--- config.mk ---
export PLATFORM = sky130hd
export DESIGN_NAME = pcm_core
export DESIGN_NICKNAME = d
export VERILOG_FILES = /design/src/source/pcm_pkg.sv /design/src/source/pcm_ctrl_if.sv /design/src/source/pcm_regs.sv /design/src/source/pcm_channel.sv /design/src/source/pcm_mixer.sv /design/src/source/pcm_core.sv
export VERILOG_INCLUDE_DIRS = /design/src /design/src/source
export SDC_FILE = /design/constraint.sdc
export NUM_CORES = 1
export LEC_CHECK = 0
export BUFFER_PORTS_ARGS = -buffer_cell sky130_fd_sc_hd__buf_2
export CAP_MARGIN = 5
export CORE_MARGIN = 2
export CORE_UTILIZATION = 50
export DETAILED_ROUTE_END_ITERATION = 12
export GPL_ROUTABILITY_DRIVEN = 0
export PLACE_DENSITY = 0.69
export RECOVER_POWER = 100
export SLEW_MARGIN = 20
export SYNTH_ARGS = -nofsm -noshare
export SYNTH_HDL_FRONTEND = slang
export SYNTH_HIERARCHICAL = 1
export SYNTH_SLANG_ARGS = --single-unit
--- constraint.sdc ---
create_clock -name clk -period 4.92 [get_ports clk]
set_input_delay 0.738 -clock clk [delete_from_list [all_inputs] [get_ports clk]]
set_output_delay 0.738 -clock clk [all_outputs]
set_load 0.05 [all_outputs]
--- src/source/pcm_settings.svh ---
// shared sizes and register map; widths beyond 17-bit ROM or 14 registers are not supported
`ifndef PCM_SETTINGS_SVH
`define PCM_SETTINGS_SVH

// register file
`define PCM_NREGS      14
`define PCM_ADDR_W     4
`define PCM_DATA_W     8

// write strobes to these start a channel
`define PCM_REG_PLAY_A 5
`define PCM_REG_PLAY_B 11
// gains, channel A in the high nibble
`define PCM_REG_GAIN   12
// loop enables, bit 0 for A and bit 1 for B
`define PCM_REG_LOOP   13

// datapath widths
`define PCM_ROM_AW     17
`define PCM_PRE_W      12
`define PCM_GAIN_W     4
`define PCM_SMP_W      7
`define PCM_MIX_W      12

// unsigned byte to two's complement
`define PCM_OFFSET     'h40

// cen pulses per E/Q cycle
`define PCM_CEN_DIV    4

`endif

--- src/source/pcm_pkg.sv ---
// types only; prescaler mode code 2'b11 is folded into pre_low8 by the register decode
package pcm_pkg;

    // channel playback state
    typedef enum logic {
        ch_idle = 1'b0,
        ch_busy = 1'b1
    } chan_state_e;

    // prescaler counter length, from bits 5:4 of the high prescaler register
    typedef enum logic [1:0] {
        // whole 12-bit counter, overflow at 0xfff
        pre_full = 2'b00,
        // overflow when the low byte is all ones
        pre_low8 = 2'b01,
        // counter and address advance in independent nibbles
        pre_nib  = 2'b10
    } pre_mode_e;

endpackage

--- src/source/pcm_ctrl_if.sv ---
// one channel's control set, driven by the register file only
`include "pcm_settings.svh"

interface pcm_ctrl_if;

    // first byte address of the sample
    logic [`PCM_ROM_AW-1:0] rom_start;
    // prescaler reload value
    logic [`PCM_PRE_W-1:0]  pre0;
    // counter length mode
    pcm_pkg::pre_mode_e     pre_mode;
    // restart at rom_start on the end byte
    logic                   loop;
    // one-cycle start pulse
    logic                   play;

    modport regs (
        output rom_start, pre0, pre_mode, loop, play
    );

    modport chan (
        input rom_start, pre0, pre_mode, loop, play
    );

endinterface

--- src/source/pcm_regs.sv ---
// no readback; writes to addresses 14 and 15 are dropped; cen must pulse for enables to run
`include "pcm_settings.svh"

module pcm_regs (
    input  logic                   clk,
    input  logic                   rst,
    input  logic                   cen,
    input  logic                   dacs,
    input  logic [`PCM_ADDR_W-1:0] addr,
    input  logic [`PCM_DATA_W-1:0] din,
    pcm_ctrl_if.regs               ctrl_a,
    pcm_ctrl_if.regs               ctrl_b,
    output logic [`PCM_GAIN_W-1:0] gain_a,
    output logic [`PCM_GAIN_W-1:0] gain_b,
    output logic                   tick,
    output logic                   cen_e,
    output logic                   cen_q
);

    localparam int CEN_CW = $clog2(`PCM_CEN_DIV);

    logic [`PCM_DATA_W-1:0] regs [`PCM_NREGS];
    logic                   play_a;
    logic                   play_b;
    logic [CEN_CW-1:0]      cen_cnt;
    logic                   div2;

    // bit 4 wins over bit 5, so code 3 behaves as low8
    function automatic pcm_pkg::pre_mode_e decode_mode(input logic [1:0] sel);
        if (sel[0]) begin
            return pcm_pkg::pre_low8;
        end else if (sel[1]) begin
            return pcm_pkg::pre_nib;
        end
        return pcm_pkg::pre_full;
    endfunction

    // register writes and play strobes
    always_ff @(posedge clk or posedge rst) begin
        if (rst) begin
            for (int i = 0; i < `PCM_NREGS; i++) begin
                regs[i] <= '0;
            end
            play_a <= 1'b0;
            play_b <= 1'b0;
        end else begin
            // strobe is the write enable, no handshake
            if (dacs && addr < `PCM_NREGS) begin
                regs[addr] <= din;
            end
            play_a <= dacs && addr == `PCM_ADDR_W'(`PCM_REG_PLAY_A);
            play_b <= dacs && addr == `PCM_ADDR_W'(`PCM_REG_PLAY_B);
        end
    end

    // channel A map, regs 0..4
    assign ctrl_a.pre0      = {regs[1][3:0], regs[0]};
    assign ctrl_a.pre_mode  = decode_mode(regs[1][5:4]);
    assign ctrl_a.rom_start = {regs[4][0], regs[3], regs[2]};
    assign ctrl_a.loop      = regs[`PCM_REG_LOOP][0];
    assign ctrl_a.play      = play_a;

    // channel B map, same layout from reg 6
    assign ctrl_b.pre0      = {regs[7][3:0], regs[6]};
    assign ctrl_b.pre_mode  = decode_mode(regs[7][5:4]);
    assign ctrl_b.rom_start = {regs[10][0], regs[9], regs[8]};
    assign ctrl_b.loop      = regs[`PCM_REG_LOOP][1];
    assign ctrl_b.play      = play_b;

    assign gain_a = regs[`PCM_REG_GAIN][7:4];
    assign gain_b = regs[`PCM_REG_GAIN][3:0];

    // E and Q enables at a quarter of cen, half a period apart
    always_ff @(posedge clk or posedge rst) begin
        if (rst) begin
            cen_cnt <= '0;
            cen_e   <= 1'b0;
            cen_q   <= 1'b0;
            div2    <= 1'b0;
            tick    <= 1'b0;
        end else begin
            if (cen) begin
                cen_cnt <= cen_cnt + 1'b1;
            end
            cen_q <= cen && cen_cnt == CEN_CW'(1);
            cen_e <= cen && cen_cnt == CEN_CW'(`PCM_CEN_DIV - 1);
            // channel tick on every other Q slot
            tick  <= cen && cen_cnt == CEN_CW'(1) && div2;
            if (cen_q) begin
                div2 <= ~div2;
            end
        end
    end

endmodule

--- src/source/pcm_channel.sv ---
// one sample per accepted overflow; a slow ROM delays the sample, it is never skipped
`include "pcm_settings.svh"

module pcm_channel (
    input  logic                   clk,
    input  logic                   rst,
    input  logic                   tick,
    pcm_ctrl_if.chan               ctrl,
    output logic [`PCM_ROM_AW-1:0] rom_addr,
    output logic                   rom_cs,
    input  logic [`PCM_DATA_W-1:0] rom_dout,
    input  logic                   rom_ok,
    output logic [`PCM_SMP_W-1:0]  snd_ch
);

    pcm_pkg::chan_state_e   state;
    logic [`PCM_PRE_W-1:0]  cnt;
    logic                   play_l;
    logic                   pend;
    logic                   over;
    logic                   fire;
    logic                   is_nib;
    logic [`PCM_SMP_W-1:0]  smp_conv;
    logic [`PCM_ROM_AW-1:0] addr_next;

    assign is_nib = ctrl.pre_mode == pcm_pkg::pre_nib;

    // overflow point depends on counter length
    always_comb begin
        case (ctrl.pre_mode)
            pcm_pkg::pre_low8: over = &cnt[7:0];
            pcm_pkg::pre_nib:  over = &cnt[11:8];
            default:           over = &cnt;
        endcase
    end

    // overflow now or one left over from a ROM stall
    assign fire = tick && state == pcm_pkg::ch_busy && (over || pend);

    // byte minus offset, wraps mod 128
    assign smp_conv = rom_dout[`PCM_SMP_W-1:0] - `PCM_SMP_W'(`PCM_OFFSET);

    // nibble mode carries stay inside each group, top group is 5 bits
    // top group steps by 0x11, so bits 12 and 16 both advance
    always_comb begin
        if (is_nib) begin
            addr_next[3:0]              = rom_addr[3:0] + 1'b1;
            addr_next[7:4]              = rom_addr[7:4] + 1'b1;
            addr_next[11:8]             = rom_addr[11:8] + 1'b1;
            addr_next[`PCM_ROM_AW-1:12] = rom_addr[`PCM_ROM_AW-1:12] + 5'h11;
        end else begin
            addr_next = rom_addr + 1'b1;
        end
    end

    assign rom_cs = state == pcm_pkg::ch_busy;

    always_ff @(posedge clk or posedge rst) begin
        if (rst) begin
            state    <= pcm_pkg::ch_idle;
            cnt      <= '0;
            play_l   <= 1'b0;
            pend     <= 1'b0;
            rom_addr <= '0;
            snd_ch   <= '0;
        end else begin
            play_l <= ctrl.play;
            // prescaler
            if (tick) begin
                if (over) begin
                    cnt <= ctrl.pre0;
                end else if (is_nib) begin
                    cnt[7:0]  <= cnt[7:0] + 1'b1;
                    cnt[11:8] <= cnt[11:8] + 1'b1;
                end else begin
                    cnt <= cnt + 1'b1;
                end
            end
            // sample fetch
            if (fire) begin
                if (rom_ok) begin
                    pend   <= 1'b0;
                    snd_ch <= smp_conv;
                    if (rom_dout[`PCM_DATA_W-1]) begin
                        // end marker
                        if (ctrl.loop) begin
                            rom_addr <= ctrl.rom_start;
                        end else begin
                            state <= pcm_pkg::ch_idle;
                        end
                    end else begin
                        rom_addr <= addr_next;
                    end
                end else begin
                    // data not ready, retry next tick
                    pend <= 1'b1;
                end
            end
            // silent when stopped
            if (state == pcm_pkg::ch_idle) begin
                snd_ch <= '0;
            end
            // start on play rising edge, restarts a busy channel too
            if (ctrl.play && !play_l) begin
                state    <= pcm_pkg::ch_busy;
                rom_addr <= ctrl.rom_start;
                cnt      <= ctrl.pre0;
                pend     <= 1'b0;
            end
        end
    end

endmodule

--- src/source/pcm_mixer.sv ---
// gains are unsigned 0..15; the 12-bit sum cannot overflow at full scale
`include "pcm_settings.svh"

module pcm_mixer (
    input  logic                         clk,
    input  logic                         rst,
    input  logic signed [`PCM_SMP_W-1:0] snda,
    input  logic signed [`PCM_SMP_W-1:0] sndb,
    input  logic [`PCM_GAIN_W-1:0]       gain_a,
    input  logic [`PCM_GAIN_W-1:0]       gain_b,
    output logic signed [`PCM_MIX_W-1:0] snd
);

    logic signed [`PCM_MIX_W-1:0] prod_a;
    logic signed [`PCM_MIX_W-1:0] prod_b;

    // zero bit keeps the gain positive in signed math
    assign prod_a = snda * $signed({1'b0, gain_a});
    assign prod_b = sndb * $signed({1'b0, gain_b});

    // one cycle from channel samples to output
    always_ff @(posedge clk or posedge rst) begin
        if (rst) begin
            snd <= '0;
        end else begin
            snd <= prod_a + prod_b;
        end
    end

endmodule

--- src/source/pcm_core.sv ---
// two ROM buses, one per channel; no sample RAM, no readback, no 2 MHz pin
`include "pcm_settings.svh"

module pcm_core (
    input  logic                         clk,
    input  logic                         rst,
    input  logic                         cen,
    // CPU write bus
    input  logic                         dacs,
    input  logic [`PCM_ADDR_W-1:0]       addr,
    input  logic [`PCM_DATA_W-1:0]       din,
    // CPU clock enables
    output logic                         cen_e,
    output logic                         cen_q,
    // channel A ROM
    output logic [`PCM_ROM_AW-1:0]       roma_addr,
    output logic                         roma_cs,
    input  logic [`PCM_DATA_W-1:0]       roma_dout,
    input  logic                         roma_ok,
    // channel B ROM
    output logic [`PCM_ROM_AW-1:0]       romb_addr,
    output logic                         romb_cs,
    input  logic [`PCM_DATA_W-1:0]       romb_dout,
    input  logic                         romb_ok,
    // raw and mixed sound
    output logic [`PCM_SMP_W-1:0]        snda,
    output logic [`PCM_SMP_W-1:0]        sndb,
    output logic signed [`PCM_MIX_W-1:0] snd
);

    logic [`PCM_GAIN_W-1:0] gain_a;
    logic [`PCM_GAIN_W-1:0] gain_b;
    logic                   tick;

    pcm_ctrl_if ctrl_a ();
    pcm_ctrl_if ctrl_b ();

    pcm_regs u_regs (
        .clk    (clk),
        .rst    (rst),
        .cen    (cen),
        .dacs   (dacs),
        .addr   (addr),
        .din    (din),
        .ctrl_a (ctrl_a.regs),
        .ctrl_b (ctrl_b.regs),
        .gain_a (gain_a),
        .gain_b (gain_b),
        .tick   (tick),
        .cen_e  (cen_e),
        .cen_q  (cen_q)
    );

    pcm_channel u_cha (
        .clk      (clk),
        .rst      (rst),
        .tick     (tick),
        .ctrl     (ctrl_a.chan),
        .rom_addr (roma_addr),
        .rom_cs   (roma_cs),
        .rom_dout (roma_dout),
        .rom_ok   (roma_ok),
        .snd_ch   (snda)
    );

    pcm_channel u_chb (
        .clk      (clk),
        .rst      (rst),
        .tick     (tick),
        .ctrl     (ctrl_b.chan),
        .rom_addr (romb_addr),
        .rom_cs   (romb_cs),
        .rom_dout (romb_dout),
        .rom_ok   (romb_ok),
        .snd_ch   (sndb)
    );

    // channel samples are two's complement
    pcm_mixer u_mix (
        .clk    (clk),
        .rst    (rst),
        .snda   ($signed(snda)),
        .sndb   ($signed(sndb)),
        .gain_a (gain_a),
        .gain_b (gain_b),
        .snd    (snd)
    );

endmodule

==> summary.md <==
| Metric | Value |
|---|---|
| Run status | `finished with violations` |
| Failing checks | `capacitance limit, slew limit` |
| Slew Viols, Final | `163` |
| Post-Syn Area | `11400 um^2` |
| Pwr/cell area | `~550 nW/um^2` |
| Min Clock Period, post-route | `around 4700 ps` |
| F_max | `about 210 MHz` |
| Maxcap violations | `4` |
| Leak | `around 5.5 nW` |
| CTS tree | `built` |
| Synth warn | `6` |
| First-pass GRT wire length | `around 44 mm` |
| Vias in the first global route | `about 8300` |
| Worst slew margin | `-60.1%` |
| Post-Syn Instances | `approximately 1100` |
| Reg2reg setup slack | `about 250 ps` |
| Final hold vios | `0` |
| Io pins | `98` |
| Die H | `155 um` |
| Crit path DAT | `approximately 5000 ps` |
| Crit path capture type | `register` |
| Clock Skews | `between 9 and 10 ps` |
| Area grow syn2layout | `5.07%` |
| Post-Syn Nets | `approximately 1300` |
| Clock Tree Buf Depth | `2` |
| CTS buffer count | `17` |
| Slew at the pin with the worst max-slew slack | `2400 ps` |
| Detail Placement HPWL | `about 19 mm` |
| Post-synth EDFFs | `0` |
| Chip width | `about 160 um` |
| Fin crit share | `94.8%` |
| Crit. Startpoint | `u_regs/gain_a[3]` |
| Synth Register Bits | `170` |
| WL/cell | `18.7 um` |
| Residual DRC | `0` |
| Post-CTS sizing | `0` |
| Antenna violations before repair | `0` |
| Clock-pin slew on the worst setup and hold paths | `70 ps` |
| Initial Utilization | `50.8%` |
| Antenna cells | `0` |
| Total GRT Usage | `23.0%` |
| FF-to-FF Start | `u_regs/gain_a[3]` |
| Row Count | `55` |
| Core outline area | `roughly 23000 um^2` |
| Hold path cells | `0` |
| Drt pass-1 iters | `5` |
| Core Util, Final | `between 50 and 60%` |
| Final-layout fill cell count | `between 2000 and 2500` |
| Clock network fraction of design power | `20.7%` |
| Critical path data required time | `5240 ps` |
| Gr ovfl total | `0` |
| Switching Fraction | `between 40% and 50%` |
| P_sw | `about 0.003 W` |
| Worst Hold Class | `reg -> reg` |
| Initial DRC count | `approximately 640` |
| Post-CTS Setup Inserts | `0` |
| Ys async rst share | `between 90% and 100%` |
| Distinct cell type count after synthesis | `65` |
| Antenna-violating nets left | `0` |
| Crit path to | `u_mix/snd[11]` |
| Vias/cell | `approximately 6` |
| Crit Path Category | `reg -> reg` |
| Proportion of power drawn by flip-flops and latches | `35.9%` |
| Via count | `8460` |
| FF-to-FF End | `u_mix/snd[11]` |
| Fin Setup TNS | `0 ps` |
| Total wire length | `roughly 27 mm` |
| Top FF cell, synth | `dfrtp_1` |
| Peak supply drop | `about 0.00025 V` |
| Hold_sp | `u_regs/ctrl_a.play` |
| Startpoint Class | `register` |
| Clock Sinks | `170` |
| CTS H-tree depth | `4` |
| RSZ-0062 raised after global routing | `no` |
| Final setup fails | `0` |
| CTS root buffer | `clkbuf_16` |
| Worst skew pair latency | `about 430 ps` |
| Internal Pwr Total | `between 0.003 and 0.004 W` |
| Critical path peak fanout | `8` |
| Die ar. | `about 24000 um^2` |
| Gate power share | `roughly 43%` |
| Largest net degree at the start of global routing | `43` |
| IO buf count | `just under 100` |
| # hold bufs at CTS | `0` |
| Mean post-synth cell area | `10.0 um^2` |
| R2R depth | `16` |
| Layout cells sized above 1 | `between 10 and 15%` |
| Nets | `~1300` |
| Sequential share of the synthesized area | `37.2%` |
## cells by family (layout without fill, tap and decap cells)
logic type               after synthesis  in the layout  synth area share, %
XOR/XNOR                              20             20                 1.53
AO/OA/AOI/OAI                        233            233                 14.2
flip-flops                           170            170                 37.2
AND/OR/NAND/NOR                      310            310                 14.4
multiplexers                          93             93                 8.94
adder cells (fa/ha/maj)              100            100                 14.0
buffers and inverters                213            236                 9.68
## cells in the mapped netlist, drive strengths merged (7+ instances only)
library cell | number | area, um^2
dfrtp | 170 | 4250
inv | 102 | 383
buf | 84 | 622
mux2 | 72 | 811
nand2 | 71 | 267
a21oi | 65 | 370
ha | 54 | 676
o21ai | 48 | 244
and2 | 47 | 294
fa | 46 | 921
nor2 | 44 | 173
nand3 | 38 | 200
clkbuf | 27 | 101
mux2i | 21 | 210
nand4 | 20 | 125
nand2b | 18 | 113
nor2b | 16 | 100
nor3 | 16 | 90.1
xnor2 | 13 | 114
a32o | 12 | 120
o2111ai | 12 | 105
a31oi | 11 | 83.8
and3 | 10 | 65.1
a21o | 9 | 67.6
a211oi | 8 | 70.1
o211ai | 8 | 60.1
o22ai | 8 | 50.1
o311ai | 8 | 70.1
or3 | 7 | 43.8
xor2 | 7 | 61.3
## per-stage QoR
step	std cells	hold WS (ps)	instance area [um^2]	setup slack (ps)	power, W
final	1447	401	12000	253	0.00655
after global routing	1447	428	12000	28.1	0.00705
after CTS	1447	361	12200	246	0.00665
after detailed placement	1415	388	11600	254	0.00528
after global placement	1415	383	11600	356	0.00517
after floorplan	1139	368	11400	167	0.00474
## worst max-delay path, cell delays in order, from the launching register on
cell and delay, ps:
dfrtp_1 460, nand2_1 120, fa_1 550, inv_1 60
fa_1 490, inv_1 40, fa_1 470, fa_1 550
inv_1 60, fa_1 480, ha_1 370, a21o_1 180
a21oi_1 160, o21ai_2 100, a31oi_4 220, o21ai_1 110
xnor2_1 130
## worst min-delay path by stage
stage	slack (ps)	endpoint
final	400	u_cha/play_l
after global routing	430	u_chb/play_l
after CTS	360	u_mix/snd[8]
after detailed placement	390	u_cha/play_l
after global placement	380	u_cha/play_l
after floorplan	370	u_cha/play_l
## cells in the final DEF (no fill, tap or decap), types with 8 or more instances in the layout
cell / netlist / final
and3_1: 8 / 8
o211ai_1: 8 / 8
and2_1: 47 / 42
nand4_1: 20 / 20
o21ai_0: 42 / 42
nor2b_1: 16 / 16
mux2_2: 72 / 70
a21o_1: 9 / 9
fa_1: 46 / 46
nor3_1: 14 / 15
nand2_1: 71 / 71
nor2_1: 41 / 44
o2111ai_1: 12 / 12
a21oi_1: 57 / 64
mux2i_1: 21 / 21
buf_2: 8 / 29
dfrtp_1: 170 / 170
o22ai_1: 8 / 8
clkbuf_1: 27 / 75
xnor2_1: 13 / 13
nand3_1: 36 / 36
ha_1: 54 / 54
nand2b_1: 18 / 18
a32o_1: 12 / 12
a31oi_1: 10 / 10
inv_1: 102 / 101
clkbuf_16: 0 / 17
a211oi_1: 6 / 8
## layout make-up
cell class | count | area [um^2] | area share, %
inverters | 102 | 384 | 3.20
repair buffers | 102 | 427 | 3.56
clock inverters | 9 | 114 | 0.949
flip-flops and latches | 170 | 4250 | 35.4
multi-input cells | 756 | 6000 | 50.0
well taps | 285 | 357 | 2.97
clock buffers | 23 | 468 | 3.90
## power by group through the flow
stage	Combinational (W)	Sequential [W]	Clock, W
floorplan	0.00191	0.00283	0
global placement	0.00283	0.00235	0
detailed placement	0.00292	0.00236	0
CTS	0.00293	0.00234	0.00137
global route	0.00318	0.00244	0.00143
finish	0.00284	0.00235	0.00136
## metal layers
| metal | up-vias | GRT usage, % | routed length, um |
|---|---|---|---|
| met2 | 285 | 38.6 | 13200 |
| met1 | 4191 | 30.5 | 11900 |
| li1 | 3949 | - | - |
| met4 | 0 | 7.67 | 503 |
| met5 | - | 0 | 0 |
| met3 | 35 | 3.76 | 1500 |
## registers in the layout, indices dropped and copies added, names as in the netlist, 2 cells and up
signal	count
u_cha/rom_addr	17
u_regs/regs	4
u_chb/rom_addr	17
u_mix/snd	12
u_regs/ctrl_a.rom_start	17
u_cha/snd_ch	7
u_regs/gain_b	4
u_chb/cnt	12
u_regs/gain_a	4
u_regs/ctrl_a.pre0	12
u_regs/ctrl_b.rom_start	17
u_chb/snd_ch	7
u_regs/ctrl_b.pre0	12
u_cha/cnt	12
u_regs/cen_cnt	2
No activity file was read; power rests on OpenSTA's default activity.
